$ cat src/common/transfer_counter_pkg.sv
package transfer_counter_pkg;

    // step applied to the in-flight count in one cycle.
    typedef enum logic [1:0] {
        STEP_NONE = 2'b00,
        STEP_INC  = 2'b01,
        STEP_DEC  = 2'b10,
        // entry and exit in the same cycle cancel.
        STEP_HOLD = 2'b11
    } count_step_e;

    // report emitter states.
    typedef enum logic [0:0] {
        REPORT_IDLE = 1'b0,
        REPORT_SEND = 1'b1
    } report_state_e;

    // bits needed to hold 0 up to max_value.
    function automatic int count_width(int max_value);
        int width;
        width = $clog2(max_value + 1);
        if (width < 1) begin
            width = 1;
        end
        return width;
    endfunction

endpackage

$ cat src/rtl/transfer_qualifier.sv
`timescale 1ns/1ns

module transfer_qualifier #(
    int PACKETS = 0
) (
    input  logic                              monitor_rx_tvalid,
    input  logic                              monitor_rx_tready,
    input  logic                              monitor_rx_tlast,
    input  logic                              monitor_tx_tvalid,
    input  logic                              monitor_tx_tready,
    input  logic                              monitor_tx_tlast,
    output transfer_counter_pkg::count_step_e step
);
    import transfer_counter_pkg::*;

    // in packet mode only the closing beat of a packet counts.
    localparam bit COUNT_LAST_ONLY = (PACKETS != 0);

    logic rx_handshake;
    logic tx_handshake;
    logic rx_beat;
    logic tx_beat;

    assign rx_handshake = monitor_rx_tvalid && monitor_rx_tready;
    assign tx_handshake = monitor_tx_tvalid && monitor_tx_tready;

    assign rx_beat = rx_handshake && (!COUNT_LAST_ONLY || monitor_rx_tlast);
    assign tx_beat = tx_handshake && (!COUNT_LAST_ONLY || monitor_tx_tlast);

    // one opcode per cycle for the count core.
    always_comb begin
        case ({rx_beat, tx_beat})
            2'b10: begin
                step = STEP_INC;
            end
            2'b01: begin
                step = STEP_DEC;
            end
            2'b11: begin
                step = STEP_HOLD;
            end
            default: begin
                step = STEP_NONE;
            end
        endcase
    end

endmodule

$ cat src/rtl/transfer_count_core.sv
`timescale 1ns/1ns

module transfer_count_core #(
    int COUNTER_MAX = 256
) (
    input  logic                                                        aclk,
    input  logic                                                        arst_n,
    input  transfer_counter_pkg::count_step_e                           step,
    output logic [transfer_counter_pkg::count_width(COUNTER_MAX)-1:0] count
);
    import transfer_counter_pkg::*;

    localparam int COUNT_W = count_width(COUNTER_MAX);
    localparam logic [COUNT_W-1:0] COUNT_LIMIT = COUNT_W'(COUNTER_MAX);

    logic at_limit;
    logic at_floor;

    assign at_limit = (count == COUNT_LIMIT);
    assign at_floor = (count == '0);

    // in-flight count, saturating at the top and floored at zero.
    always_ff @(posedge aclk or negedge arst_n) begin
        if (!arst_n) begin
            count <= '0;
        end else begin
            case (step)
                STEP_INC: begin
                    if (!at_limit) begin
                        count <= count + 1'b1;
                    end
                end
                STEP_DEC: begin
                    if (!at_floor) begin
                        count <= count - 1'b1;
                    end
                end
                default: begin
                    // no step or balanced step.
                    count <= count;
                end
            endcase
        end
    end

endmodule

$ cat src/rtl/count_report_tx.sv
`timescale 1ns/1ns

module count_report_tx #(
    int COUNTER_MAX = 256,
    int TDATA_BYTES = 4
) (
    input  logic                                                        aclk,
    input  logic                                                        arst_n,
    input  logic [transfer_counter_pkg::count_width(COUNTER_MAX)-1:0] count,
    input  logic                                                        tx_tready,
    output logic                                                        tx_tvalid,
    output logic [TDATA_BYTES-1:0][7:0]                                 tx_tdata
);
    import transfer_counter_pkg::*;

    localparam int COUNT_W = count_width(COUNTER_MAX);

    if (TDATA_BYTES * 8 < COUNT_W) begin : g_width_check
        $error("tdata is too narrow for the count");
    end

    report_state_e        state;
    logic [COUNT_W-1:0]   last_sent;
    logic [COUNT_W-1:0]   held_count;

    always_ff @(posedge aclk or negedge arst_n) begin
        if (!arst_n) begin
            state      <= REPORT_IDLE;
            last_sent  <= '0;
            held_count <= '0;
        end else begin
            case (state)
                REPORT_IDLE: begin
                    if (count != last_sent) begin
                        held_count <= count;
                        state      <= REPORT_SEND;
                    end
                end
                REPORT_SEND: begin
                    if (tx_tready) begin
                        last_sent <= held_count;
                        // a newer count goes out back to back.
                        if (count != held_count) begin
                            held_count <= count;
                        end else begin
                            state <= REPORT_IDLE;
                        end
                    end
                end
            endcase
        end
    end

    assign tx_tvalid = (state == REPORT_SEND);
    assign tx_tdata  = (TDATA_BYTES * 8)'(held_count);

endmodule

$ cat src/rtl/transfer_counter_top.sv
`timescale 1ns/1ns

module transfer_counter_top #(
    int COUNTER_MAX = 256,
    int PACKETS = 0,
    int TDATA_BYTES = 4
) (
    input  logic                        aclk,
    input  logic                        arst_n,
    // receive point monitor.
    input  logic                        monitor_rx_tvalid,
    input  logic                        monitor_rx_tready,
    input  logic                        monitor_rx_tlast,
    // transmit point monitor.
    input  logic                        monitor_tx_tvalid,
    input  logic                        monitor_tx_tready,
    input  logic                        monitor_tx_tlast,
    // count report stream.
    output logic                        tx_tvalid,
    output logic [TDATA_BYTES-1:0][7:0] tx_tdata,
    output logic                        tx_tlast,
    output logic [TDATA_BYTES-1:0]      tx_tstrb,
    output logic [TDATA_BYTES-1:0]      tx_tkeep,
    input  logic                        tx_tready
);
    import transfer_counter_pkg::*;

    localparam int COUNT_W = count_width(COUNTER_MAX);

    count_step_e        step;
    logic [COUNT_W-1:0] count;

    // decode both monitor handshakes into one step.
    transfer_qualifier #(
        .PACKETS(PACKETS)
    ) i_transfer_qualifier (
        .monitor_rx_tvalid(monitor_rx_tvalid),
        .monitor_rx_tready(monitor_rx_tready),
        .monitor_rx_tlast (monitor_rx_tlast),
        .monitor_tx_tvalid(monitor_tx_tvalid),
        .monitor_tx_tready(monitor_tx_tready),
        .monitor_tx_tlast (monitor_tx_tlast),
        .step             (step)
    );

    // in-flight count register.
    transfer_count_core #(
        .COUNTER_MAX(COUNTER_MAX)
    ) i_transfer_count_core (
        .aclk  (aclk),
        .arst_n(arst_n),
        .step  (step),
        .count (count)
    );

    // report each changed count.
    count_report_tx #(
        .COUNTER_MAX(COUNTER_MAX),
        .TDATA_BYTES(TDATA_BYTES)
    ) i_count_report_tx (
        .aclk     (aclk),
        .arst_n   (arst_n),
        .count    (count),
        .tx_tready(tx_tready),
        .tx_tvalid(tx_tvalid),
        .tx_tdata (tx_tdata)
    );

    // every report is one complete beat with all bytes valid.
    assign tx_tlast = 1'b1;
    assign tx_tstrb = '1;
    assign tx_tkeep = '1;

endmodule

$ cat config.mk
export PLATFORM = sky130hd
export DESIGN_NAME = transfer_counter_top
export DESIGN_NICKNAME = d
export VERILOG_FILES = /design/src/common/transfer_counter_pkg.sv /design/src/rtl/transfer_qualifier.sv /design/src/rtl/transfer_count_core.sv /design/src/rtl/count_report_tx.sv /design/src/rtl/transfer_counter_top.sv
export SDC_FILE = /design/constraint.sdc
export NUM_CORES = 1
export LEC_CHECK = 0
export ABC_AREA = 0
export BUFFER_PORTS_ARGS = -buffer_cell sky130_fd_sc_hd__buf_2
export CORE_ASPECT_RATIO = 2
export CORE_MARGIN = 4
export CORE_UTILIZATION = 50
export DETAILED_ROUTE_END_ITERATION = 8
export MAX_ROUTING_LAYER = met4
export PLACE_DENSITY = 0.75
export REMOVE_ABC_BUFFERS = 1
export SYNTH_ARGS = -nofsm -noshare
export SYNTH_HDL_FRONTEND = slang
export SYNTH_SLANG_ARGS = --single-unit
$ cat constraint.sdc
create_clock -name aclk -period 3 [get_ports aclk]
set_input_delay 0.6 -clock aclk [delete_from_list [all_inputs] [get_ports aclk]]
set_output_delay 0.6 -clock aclk [all_outputs]
set_load 0.02 [all_outputs]
# Word level (Yosys, flattened, before mapping)
# Index checks and enable logic that the tools add are counted.
# word_totals
reg_bits	28
word_cells	39
inputBits	9
output_inout_bits	42
# classes
muxes	12
n_reduce_logical	7
addsub	2
eq_ne	13
n_bitwise	1
# ops
cell	n
9-bit 2-to-1 mux	5
9-bit case mux with 2 select lines	2
9-bit inequality test	2
9-bit by 1-bit adder with 9-bit output (second input constant)	1
9-bit == test (second input constant)	1
9-bit logical NOT	1
9-bit by 1-bit subtractor with 9-bit output (second input constant)	1
2-bit inequality test (second input constant)	4
2-bit == test (second input constant)	3
2-bit case mux with 3 select lines	1
3-bit AND reduction	2
2-bit by 1-bit == test with 1-bit output (second input constant)	2
1-bit 2-to-1 mux	3
1-bit logical AND	2
2-bit by 1-bit inequality test with 1-bit output (second input constant)	1
1-bit case mux with 2 select lines	1
2-bit AND reduction	1
2-bit nonzero test	1
1-bit NOT	1

# Depth between registers and ports, before layout
# Gate-level depths: netlist of run 1.
# logic_depth
ltp_word	6
depth_mapped	11
mapped_depth_nobuf	9

# Modules after synthesis
# Synthesis of run 1 repeated with hierarchy kept, for this count alone.
# unflattened
cells_unflattened	165
hier_area_um2	1848.0
# modules_own_cells
module	area_each_um2	n_inst	cells_each	seq_area_each_um2
count_report_tx	1096.1	1	90	475.5
transfer_count_core	668.1	1	63	225.2
transfer_counter_top	71.3	1	10	0.0
transfer_qualifier	12.5	1	2	0.0

# Worst setup path before layout of run 1
# OpenSTA, ideal clock, no wires.
# synth_timing
path_kind	input to register
startpoint	input monitor_tx_tvalid
endpoint	register i_transfer_count_core.count[8] in the netlist's numbering
setup_ps	125
cell_stages	11
path_buffers	2
setup_slack_ps	436
arrival_time_ps	2440
t_required_ps	2875
path_cell_list	and2_1 -> ha_1 -> clkbuf_1 -> clkbuf_1 -> xor2_1 -> ha_1 -> nand4bb_1 -> nand4_1 -> mux2i_1 -> o2111ai_1 -> xnor2_1
# synth_between
elab_chain_len	6
word_cells_on_any_way	12
classes_between	eq/ne (7); mux (2); reduce/logical (3)
# synth_lines
element	line_no	source
start: declaration	transfer_counter_top.sv:15	input logic monitor_tx_tvalid,
1-bit logical AND (*)	transfer_qualifier.sv:25	assign tx_handshake = monitor_tx_tvalid && monitor_tx_tready;
2-bit == test or 2-bit by 1-bit == test with 1-bit output (tied branches)	transfer_qualifier.sv:32	case ({rx_beat, tx_beat})
2-bit case mux with 3 select lines (*)	transfer_qualifier.sv:32	
2-bit == test or 2-bit by 1-bit == test with 1-bit output (tied branches)	transfer_count_core.sv:27	case (step)
2-bit inequality test (no line) or 2-bit nonzero test (tied branches)	-	
3-bit AND reduction (no line)	-	
end signal: assignment	transfer_count_core.sv:30	count <= count + 1'b1;
end signal: assignment	transfer_count_core.sv:35	count <= count - 1'b1;
end signal: assignment	transfer_count_core.sv:40	count <= count;
end: declaration	transfer_count_core.sv:9	output logic [transfer_counter_pkg::count_width(COUNTER_MAX)-1:0] count
# Mark *: on every way between the ends. The rest lies on a longest branch, timed or not.
# A chain may end at the register's enable or synchronous reset.

# Worst setup path in the final report of run 1
# Same ends and word-level chain as after synthesis.

==> summary.json, run 1 <==
{
  "result_of_the_run": {"value": "finished clean"},
  "syn_area": {"value": 1989, "unit": "sq um"},
  "first_global_vias": {"value": 1258},
  "final.setup_skew": {"value": 0.004015, "unit": "ns"},
  "cp-startpoint": {"value": "monitor_tx_tvalid"},
  "p_per_area": {"value": 1010, "unit": "nW/um^2"},
  "clkLatencyLatePin": {"value": 0.27, "unit": "ns"},
  "initial_core_util": {"value": 0.5176},
  "final_period_minus_worst_setup_slack": {"value": 2.227, "unit": "ns"},
  "place_worst_setup_slack": {"value": 0.5001, "unit": "ns"},
  "avgViaCountPerCell": {"value": 5.216},
  "finalCoreUtilization": {"value": 0.5231},
  "slew_headroom": {"value": 0.6007},
  "port_buffers": {"value": 16},
  "cts.hold.buffers_added": {"value": 0},
  "timing_hold_violations_final": {"value": 0},
  "setup_repair_after_global_routing_missed_its_margin": {"value": "no"},
  "tritoncts": {"value": "built"},
  "vdd_ir_drop_max": {"value": 0.0003974, "unit": "V"},
  "cp_max_fo": {"value": 5},
  "global_route.overflow_total": {"value": 0},
  "iteration_0_drc_markers": {"value": 21},
  "finalWeightedCongestion": {"value": 0.7834},
  "finalWorstSetupSlack": {"value": 0.7732, "unit": "ns"},
  "drtAntennaViolNets": {"value": 0},
  "layout-area-overhead-vs-synth": {"value": 1.069, "unit": "%"},
  "route.detailed.wl_per_inst": {"value": 14.13, "unit": "microns"},
  "timing_worst_setup_path_type": {"value": "input pin to flip-flop"},
  "required": {"value": 3.16, "unit": "ns"},
  "min_path_type": {"value": "input pin to asynchronous set/reset pin"},
  "timing.rr.start": {"value": "i_transfer_count_core.count[0]"},
  "worst_ep_arrival_time": {"value": 2.39, "unit": "ns"},
  "cts_setup_buffers": {"value": 0},
  "post_route_cells_drive_above_1_share": {"value": 0.2304},
  "placement_cell_area": {"value": 1939, "unit": "sq um"},
  "fp.dieArea": {"value": 5113, "unit": "sq um"},
  "htree_num_levels": {"value": 1},
  "syn_area_per_cell": {"value": 9.947, "unit": "sq um"},
  "sequential_area_share_after_synthesis": {"value": 0.3522},
  "number_of_flops_mapped_to_enable_cells_by_yosys": {"value": 0},
  "crit_path_end_kind": {"value": "flip-flop"},
  "nNetsFinal": {"value": 218},
  "netlist-cell-type-count": {"value": 43},
  "detail_route.wirelength": {"value": 3602, "unit": "microns"},
  "maxCapViolCount": {"value": 0},
  "slew_worst_pin": {"value": 0.5990, "unit": "ns"},
  "postSynth.asyncResetShare": {"value": 1.000},
  "power.static_leakage": {"value": 0.8672, "unit": "nW"},
  "finish.instance_area": {"value": 2011, "unit": "sq um"},
  "number_of_antenna_violations_at_the_first_check_in_global_routing": {"value": 0},
  "cts_sinks": {"value": 28},
  "root_buffer": {"value": "sky130_fd_sc_hd__clkbuf_8"},
  "finalPower": {"value": 2.030, "unit": "mW"},
  "start_kind": {"value": "input pin"},
  "detail_route.drc_violations": {"value": 0},
  "numCtsBuffers": {"value": 3},
  "num_io_pins": {"value": 51},
  "post_cts.resized_instances": {"value": 0},
  "placementRows": {"value": 32},
  "dp_hpwl": {"value": 2731, "unit": "microns"},
  "core": {"value": 3844, "unit": "sq um"},
  "clk_pin_slew_worst_paths": {"value": 0.09, "unit": "ns"},
  "grt_pass1_wl": {"value": 5837, "unit": "microns"},
  "synth_top_flop_cell": {"value": "sky130_fd_sc_hd__dfrtp_1"},
  "grt_max_degree": {"value": 29},
  "detailedRoute.firstPassIterationCount": {"value": 4},
  "width_of_the_chip": {"value": 52.60, "unit": "microns"},
  "setup_tns": {"value": 0, "unit": "ns"},
  "final-setup-viol-count": {"value": 0},
  "die_height": {"value": 97.21, "unit": "microns"},
  "ctsLongestPathBuffers": {"value": 2},
  "antenna_cells": {"value": 0},
  "synth_instances": {"value": 200},
  "detailroute.via_count": {"value": 1330},
  "yosys_warnings": {"value": 0},
  "share_of_the_clock_period_used_by_the_worst_path_after_layout": {"value": 0.7423},
  "finalMaxSlewViolations": {"value": 0},
  "ys_seq_elements": {"value": 28},
  "fmax": {"value": 449.1, "unit": "MHz"},
  "gr-usage-all-layers": {"value": 0.1525}
}
==> cells in the mapped netlist, types with 3 or more instances <==
master	n	share of area
sky130_fd_sc_hd__buf_4	33	0.12
sky130_fd_sc_hd__ha_1	4	0.025
sky130_fd_sc_hd__a21oi_1	7	0.018
sky130_fd_sc_hd__inv_1	4	0.0075
sky130_fd_sc_hd__o211ai_1	3	0.011
sky130_fd_sc_hd__xnor2_1	18	0.079
sky130_fd_sc_hd__clkbuf_1	10	0.019
sky130_fd_sc_hd__o21ai_0	6	0.015
sky130_fd_sc_hd__mux2_2	18	0.10
sky130_fd_sc_hd__dfrtp_1	28	0.35
sky130_fd_sc_hd__nand4_1	6	0.019
sky130_fd_sc_hd__xor2_1	11	0.048
sky130_fd_sc_hd__nand2_1	14	0.026
sky130_fd_sc_hd__nand3_1	4	0.010
==> area by class of cell <==
cell class,count,area (sq um)
flip-flops and latches,28,700.7
repair buffers,18,95.09
multi-input cells,150,1065
well taps,51,63.81
clock buffers,3,41.29
clock inverters,1,30.03
fillers,373,1833
inverters,4,15.01
==> power by group <==
| part | internal (mW) | switching [mW] |
|---|---|---|
| registers | 0.562 | 0.325 |
| logic | 0.430 | 0.419 |
| clock network | 0.179 | 0.115 |
==> critical path, cell delays in order <==
cell and delay [ns]:
sky130_fd_sc_hd__buf_2 0.09, sky130_fd_sc_hd__and2_1 0.17, sky130_fd_sc_hd__ha_1 0.22, sky130_fd_sc_hd__xor2_1 0.17, sky130_fd_sc_hd__ha_1 0.26, sky130_fd_sc_hd__nand4bb_1 0.12
sky130_fd_sc_hd__nand4_1 0.21, sky130_fd_sc_hd__mux2i_1 0.22, sky130_fd_sc_hd__o2111ai_1 0.16, sky130_fd_sc_hd__xnor2_1 0.17
==> stage by stage <==
stage               cells  hold slack, ns
floorplan             182          0.3044
finish                255          0.3156
detailed placement    251          0.5191
global route          255          0.3639
global placement      251          0.5092
CTS                   255          0.3330
==> layout by cell type, fill, tap and decap left out, drive strengths merged, types with 2 or more instances in the layout <==
cell type / count
conb: 32
dfrtp: 28
xnor2: 18
mux2: 18
buf: 18
nand2: 14
xor2: 11
a21oi: 7
nand4: 6
o21ai: 6
inv: 4
nand3: 4
ha: 4
o211ai: 4
clkbuf: 3
nor4: 3
mux2i: 2
a41o: 2
or3: 2
nor2: 2
==> registers in the layout, summed over array words and instances (netlist names) <==
name	cells
i_count_report_tx.held_count	9
i_count_report_tx.last_sent	9
i_transfer_count_core.count	9
i_count_report_tx.tx_tvalid	1
==> final timing paths <==
kind	endpoint	slack, ns	cells after the start
worst max-delay path	i_transfer_count_core.count[8]	0.77	10
worst min-delay path	i_count_report_tx.held_count[5]	0.32	1
worst min register to register	i_count_report_tx.last_sent[5]	0.54	1
max in group asynchronous	i_count_report_tx.last_sent[6]	2.29	1
min in group aclk	i_count_report_tx.last_sent[5]	0.54	1
worst max register to register	i_count_report_tx.held_count[0]	0.83	5
==> cells by family after synthesis <==
group                    after synthesis  synth area share
AO/OA/AOI/OAI                         26           0.09560
XOR/XNOR                              29            0.1277
adder cells (fa/ha/maj)                4           0.02516
buffers and inverters                 52            0.1692
flip-flops                            28            0.3522
multiplexers                          20            0.1119
other                                  2          0.003775
AND/OR/NAND/NOR                       39            0.1145
==> layer usage <==
layer  GRT usage  up-vias  part of all wire
li1            -      628                 -
met1      0.1565      640              0.37
met2      0.2759       55              0.56
met3    0.009217        7             0.049
met4     0.07480        0             0.025
met5           -        -                 0
Note: power is estimated with default switching activity, not from simulation.
==> inputs of run 2 (changes only) <==
--- a/config.mk
+++ b/config.mk
@@ -5,14 +5,14 @@
 export SDC_FILE = /design/constraint.sdc
 export NUM_CORES = 1
 export LEC_CHECK = 0
-export ABC_AREA = 0
+export ABC_AREA = 1
 export BUFFER_PORTS_ARGS = -buffer_cell sky130_fd_sc_hd__buf_2
 export CORE_ASPECT_RATIO = 2
 export CORE_MARGIN = 4
-export CORE_UTILIZATION = 50
+export CORE_UTILIZATION = 49
 export DETAILED_ROUTE_END_ITERATION = 8
 export MAX_ROUTING_LAYER = met4
-export PLACE_DENSITY = 0.75
+export PLACE_DENSITY = 0.76
 export REMOVE_ABC_BUFFERS = 1
 export SYNTH_ARGS = -nofsm -noshare
 export SYNTH_HDL_FRONTEND = slang
==> constraint.sdc (replaced) <==
create_clock -name aclk -period 2 [get_ports aclk]
set_input_delay 0.4 -clock aclk [delete_from_list [all_inputs] [get_ports aclk]]
set_output_delay 0.4 -clock aclk [all_outputs]
set_load 0.02 [all_outputs]
==> run 2 against run 1 <==
Against the previous run:
- power up 49%
- routed wire length up 32%
- setup slack worse by 0.54 ns
- final cell count up 57%
- count of clock-buffer cells in the layout unchanged
- synthesized area up 9.2%
- critical endpoint unchanged
==> summary.json, run 2 <==
{
  "p_per_area": {"value": 1327, "unit": "nW/um^2", "change": "was 1010 nW/um^2"},
  "width_of_the_chip": {"value": 55.08, "unit": "microns", "change": "was 52.60 microns"},
  "yosysTopAreaCellShare": {"value": 0.3226, "change": "was 0.3522"},
  "grt.busiest_layer": {"value": "met2", "change": "unchanged"},
  "maxCapViolCount": {"value": 0, "change": "unchanged"},
  "syn_area_per_cell": {"value": 6.809, "unit": "sq um", "change": "was 9.947 sq um"},
  "final.setup_skew": {"value": 0.002978, "unit": "ns", "change": "was 0.004015 ns"},
  "finalPower": {"value": 3.035, "unit": "mW", "change": "was 2.030 mW"},
  "netlist_top_cells_count": {"value": "sky130_fd_sc_hd__nand2_1, sky130_fd_sc_hd__inv_1, sky130_fd_sc_hd__buf_4", "change": "was sky130_fd_sc_hd__buf_4, sky130_fd_sc_hd__dfrtp_1, sky130_fd_sc_hd__mux2_2, sky130_fd_sc_hd__xnor2_1, sky130_fd_sc_hd__nand2_1"},
  "required": {"value": 2.18, "unit": "ns", "change": "was 3.16 ns"},
  "cts_setup_buffers": {"value": 0, "change": "unchanged"},
  "layout-area-overhead-vs-synth": {"value": 5.299, "unit": "%", "change": "was 1.069%"},
  "timing_hold_violations_final": {"value": 0, "change": "unchanged"},
  "die_height": {"value": 102.2, "unit": "microns", "change": "was 97.21 microns"},
  "clk_pin_slew_worst_paths": {"value": 0.09, "unit": "ns", "change": "about the same"},
  "iteration_0_drc_markers": {"value": 54, "change": "was 21"},
  "detailroute.via_count": {"value": 1922, "change": "was 1330"},
  "setup_repair_after_global_routing_missed_its_margin": {"value": "no", "change": "unchanged"},
  "drtAntennaViolNets": {"value": 0, "change": "unchanged"},
  "detail_route.drc_violations": {"value": 0, "change": "unchanged"},
  "post_route_cells_drive_above_1_share": {"value": 0.1618, "change": "was 0.2304"},
  "slew_headroom": {"value": 0.5779, "change": "was 0.6007"},
  "post_cts.resized_instances": {"value": 0, "change": "unchanged"},
  "route.detailed.wl_per_inst": {"value": 11.85, "unit": "microns", "change": "was 14.13 microns"},
  "initial_core_util": {"value": 0.5006, "change": "was 0.5176"},
  "yosys_warnings": {"value": 0, "change": "unchanged"},
  "cp_top_family": {"value": "simple AND/OR/NAND/NOR gates", "change": "unchanged"},
  "slew_worst_pin": {"value": 0.6332, "unit": "ns", "change": "was 0.5990 ns"},
  "num_io_pins": {"value": 51, "change": "unchanged"},
  "finalWeightedCongestion": {"value": 0.9424, "change": "was 0.7834"},
  "global_route.overflow_total": {"value": 0, "change": "unchanged"},
  "grt_pass1_wl": {"value": 7458, "unit": "microns", "change": "was 5837 microns"},
  "grt_max_degree": {"value": 29, "change": "unchanged"},
  "final_period_minus_worst_setup_slack": {"value": 1.772, "unit": "ns"},
  "path_cells": {"value": "buf_2, nand2_1, inv_1, ha_1, buf_4, nand2_1, inv_1, nor2_1, nand3_1, nand2_2, nand2_1, nand2_1, nand2_1, nand3_1, nand2_1", "change": "was buf_2, and2_1, ha_1, xor2_1, ha_1, nand4bb_1, nand4_1, mux2i_1, o2111ai_1, xnor2_1"},
  "synth_instances": {"value": 319, "change": "was 200"},
  "fmax": {"value": 564.4, "unit": "MHz"},
  "finalMaxSlewViolations": {"value": 0, "change": "unchanged"},
  "reg2reg_slack": {"value": 0.27, "unit": "ns", "change": "was 0.83 ns"},
  "critical_path.reg2reg.endpoint": {"value": "i_count_report_tx.held_count[5]", "change": "was i_count_report_tx.held_count[0]"},
  "number_of_antenna_violations_at_the_first_check_in_global_routing": {"value": 0, "change": "unchanged"},
  "cts.hold.buffers_added": {"value": 0, "change": "unchanged"},
  "first_global_vias": {"value": 1676, "change": "was 1258"},
  "postSynth.asyncResetShare": {"value": 1.000, "change": "unchanged"},
  "r2r_cells": {"value": 10, "change": "was 5"},
  "placementRows": {"value": 34, "change": "was 32"},
  "use_met3": {"value": 0.01314, "change": "was 0.009217"},
  "setup_tns": {"value": 0, "unit": "ns", "change": "unchanged"},
  "avgViaCountPerCell": {"value": 4.805, "change": "was 5.216"},
  "ctsLongestPathBuffers": {"value": 2, "change": "unchanged"},
  "power.static_leakage": {"value": 1.351, "unit": "nW", "change": "was 0.8672 nW"},
  "cp_max_fo": {"value": 10, "change": "was 5"},
  "crit_path_end_kind": {"value": "flip-flop", "change": "unchanged"},
  "detailedRoute.firstPassIterationCount": {"value": 4, "change": "unchanged"},
  "dp_hpwl": {"value": 3804, "unit": "microns", "change": "was 2731 microns"},
  "critical_path.most_common_cell": {"value": "sky130_fd_sc_hd__nand2_1", "change": "was sky130_fd_sc_hd__ha_1"},
  "htree_num_levels": {"value": 1, "change": "unchanged"},
  "cts_sinks": {"value": 28, "change": "unchanged"},
  "yosys-top-cells-area": {"value": "sky130_fd_sc_hd__dfrtp_1, sky130_fd_sc_hd__nand2_1, sky130_fd_sc_hd__buf_4", "change": "was sky130_fd_sc_hd__dfrtp_1, sky130_fd_sc_hd__buf_4, sky130_fd_sc_hd__mux2_2"},
  "use_met2": {"value": 0.3358, "change": "was 0.2759"},
  "antenna_cells": {"value": 0, "change": "unchanged"},
  "cp.depth": {"value": 15, "change": "was 10"},
  "gr-usage-all-layers": {"value": 0.1862, "change": "was 0.1525"},
  "layout.cells.most_common": {"value": "sky130_fd_sc_hd__nand2_1", "change": "was sky130_fd_sc_hd__conb_1"},
  "syn_area": {"value": 2172, "unit": "sq um", "change": "was 1989 sq um"},
  "slowest_delay": {"value": 0.29, "unit": "ns", "change": "was 0.26 ns"},
  "core": {"value": 4339, "unit": "sq um", "change": "was 3844 sq um"},
  "share_of_the_clock_period_used_by_the_worst_path_after_layout": {"value": 0.8859},
  "clkLatencyLatePin": {"value": 0.28, "unit": "ns", "change": "was 0.27 ns"},
  "numCtsBuffers": {"value": 3, "change": "unchanged"},
  "timing.rr.start": {"value": "i_transfer_count_core.count[2]", "change": "was i_transfer_count_core.count[0]"},
  "final.fill_count": {"value": 470, "change": "was 373"},
  "start_kind": {"value": "input pin", "change": "unchanged"},
  "worst_ep_arrival_time": {"value": 1.95, "unit": "ns", "change": "was 2.39 ns"},
  "sequential_area_share_after_synthesis": {"value": 0.3226, "change": "was 0.3522"},
  "timing_worst_setup_path_type": {"value": "input pin to flip-flop", "change": "unchanged"},
  "detail_route.wirelength": {"value": 4741, "unit": "microns", "change": "was 3602 microns"},
  "grtUsageMet1": {"value": 0.1920, "change": "was 0.1565"},
  "min_path_type": {"value": "input pin to asynchronous set/reset pin", "change": "unchanged"},
  "number_of_flops_mapped_to_enable_cells_by_yosys": {"value": 0, "change": "unchanged"},
  "layout_top_registers": {"value": "i_count_report_tx.held_count x9, i_count_report_tx.last_sent x9, i_transfer_count_core.count x9", "change": "unchanged"},
  "tritoncts": {"value": "built", "change": "unchanged"},
  "worst-path-buf-inv": {"value": 4, "change": "was 1"},
  "final-setup-viol-count": {"value": 0, "change": "unchanged"},
  "result_of_the_run": {"value": "finished clean", "change": "unchanged"},
  "ys_seq_elements": {"value": 28, "change": "unchanged"},
  "commonest_cells_after_routing_fill_and_taps_aside": {"value": "sky130_fd_sc_hd__nand2_1, sky130_fd_sc_hd__inv_1, sky130_fd_sc_hd__conb_1, sky130_fd_sc_hd__dfrtp_1, sky130_fd_sc_hd__buf_4", "change": "was sky130_fd_sc_hd__conb_1, sky130_fd_sc_hd__dfrtp_1, sky130_fd_sc_hd__xnor2_1, sky130_fd_sc_hd__mux2_2, sky130_fd_sc_hd__buf_2"},
  "root_buffer": {"value": "sky130_fd_sc_hd__clkbuf_8", "change": "unchanged"},
  "synth_top_cell_by_area": {"value": "sky130_fd_sc_hd__dfrtp_1", "change": "unchanged"},
  "nNetsFinal": {"value": 361, "change": "was 218"},
  "fp.dieArea": {"value": 5627, "unit": "sq um", "change": "was 5113 sq um"},
  "netlist-cell-type-count": {"value": 31, "change": "was 43"},
  "port_buffers": {"value": 16, "change": "unchanged"},
  "synth_top_flop_cell": {"value": "sky130_fd_sc_hd__dfrtp_1", "change": "unchanged"},
  "vdd_ir_drop_max": {"value": 0.0008364, "unit": "V", "change": "was 0.0003974 V"},
  "cp_slowest_cell": {"value": "sky130_fd_sc_hd__ha_1", "change": "unchanged"},
  "post-synth-top-count-cell": {"value": "sky130_fd_sc_hd__nand2_1", "change": "was sky130_fd_sc_hd__buf_4"}
}
[run 2: per-layer routing]
metal | vias to the layer above | part of all wire
met5 | - | 0
met4 | 0 | 0.034
met3 | 11 | 0.048
met2 | 62 | 0.57
met1 | 876 | 0.35
li1 | 973 | -
[run 2: kinds of logic (layout without fill, tap and decap cells)]
family                     after synthesis  count (layout)  synth area share
buffers and inverters                   85              82            0.2293
other                                    2              32          0.003458
AOI/OAI and AO/OA                       25              25           0.06567
DFF                                     28              28            0.3226
adders and majority gates                4               4           0.02304
xor gates and xnor gates                 5               5           0.02016
and+or+nand+nor                        170             170            0.3358
[run 2: area by class of cell]
cell class	instances	area, sq um	share of cell area
Timing Repair Buffer	36	230.2	0.1007
Clock buffer	3	41.29	0.01805
Tap cell	54	67.56	0.02954
Inverter	43	161.4	0.07057
Multi-Input combinational cell	236	1086	0.4748
Sequential cell	28	700.7	0.3063
[run 2: worst max-delay path by stage]
| stage | slack (ns) | end | startpoint |
|---|---|---|---|
| after floorplan | -0.01 | i_transfer_count_core.count[4] | monitor_tx_tvalid |
| after global placement | -0.06 | i_transfer_count_core.count[8] | monitor_tx_tvalid |
| after detailed placement | -0.08 | i_transfer_count_core.count[8] | monitor_tx_tvalid |
| after CTS | 0.21 | i_transfer_count_core.count[8] | monitor_tx_tvalid |
| after global routing | 0.02 | i_transfer_count_core.count[8] | monitor_tx_tvalid |
| final | 0.23 | i_transfer_count_core.count[8] | monitor_tx_tvalid |
[run 2: per-stage QoR]
stage | cell area [sq um] | hold WS (ns) | util | instances | worst slack, ns
2_1_floorplan | 1948 | 0.1044 | - | 307 | -0.01293
3_3_place_gp | 2246 | 0.4478 | 0.5176 | 397 | -0.05975
3_5_place_dp | 2246 | 0.4513 | 0.5176 | 397 | -0.08202
4_1_cts | 2287 | 0.1572 | 0.5271 | 400 | 0.2100
5_1_grt | 2287 | 0.1658 | 0.5271 | 400 | 0.02223
6_report | 2287 | 0.1309 | 0.5271 | 400 | 0.2283
[run 2: power by group]
group / internal [mW] / switching, mW / total (mW) / leakage [nW]
clock network: 0.136 / 0.174 / 0.310 / 0.0216
logic: 0.613 / 0.993 / 1.61 / 0.984
registers: 0.806 / 0.313 / 1.12 / 0.346
total: 1.55 / 1.48 / 3.03 / 1.35
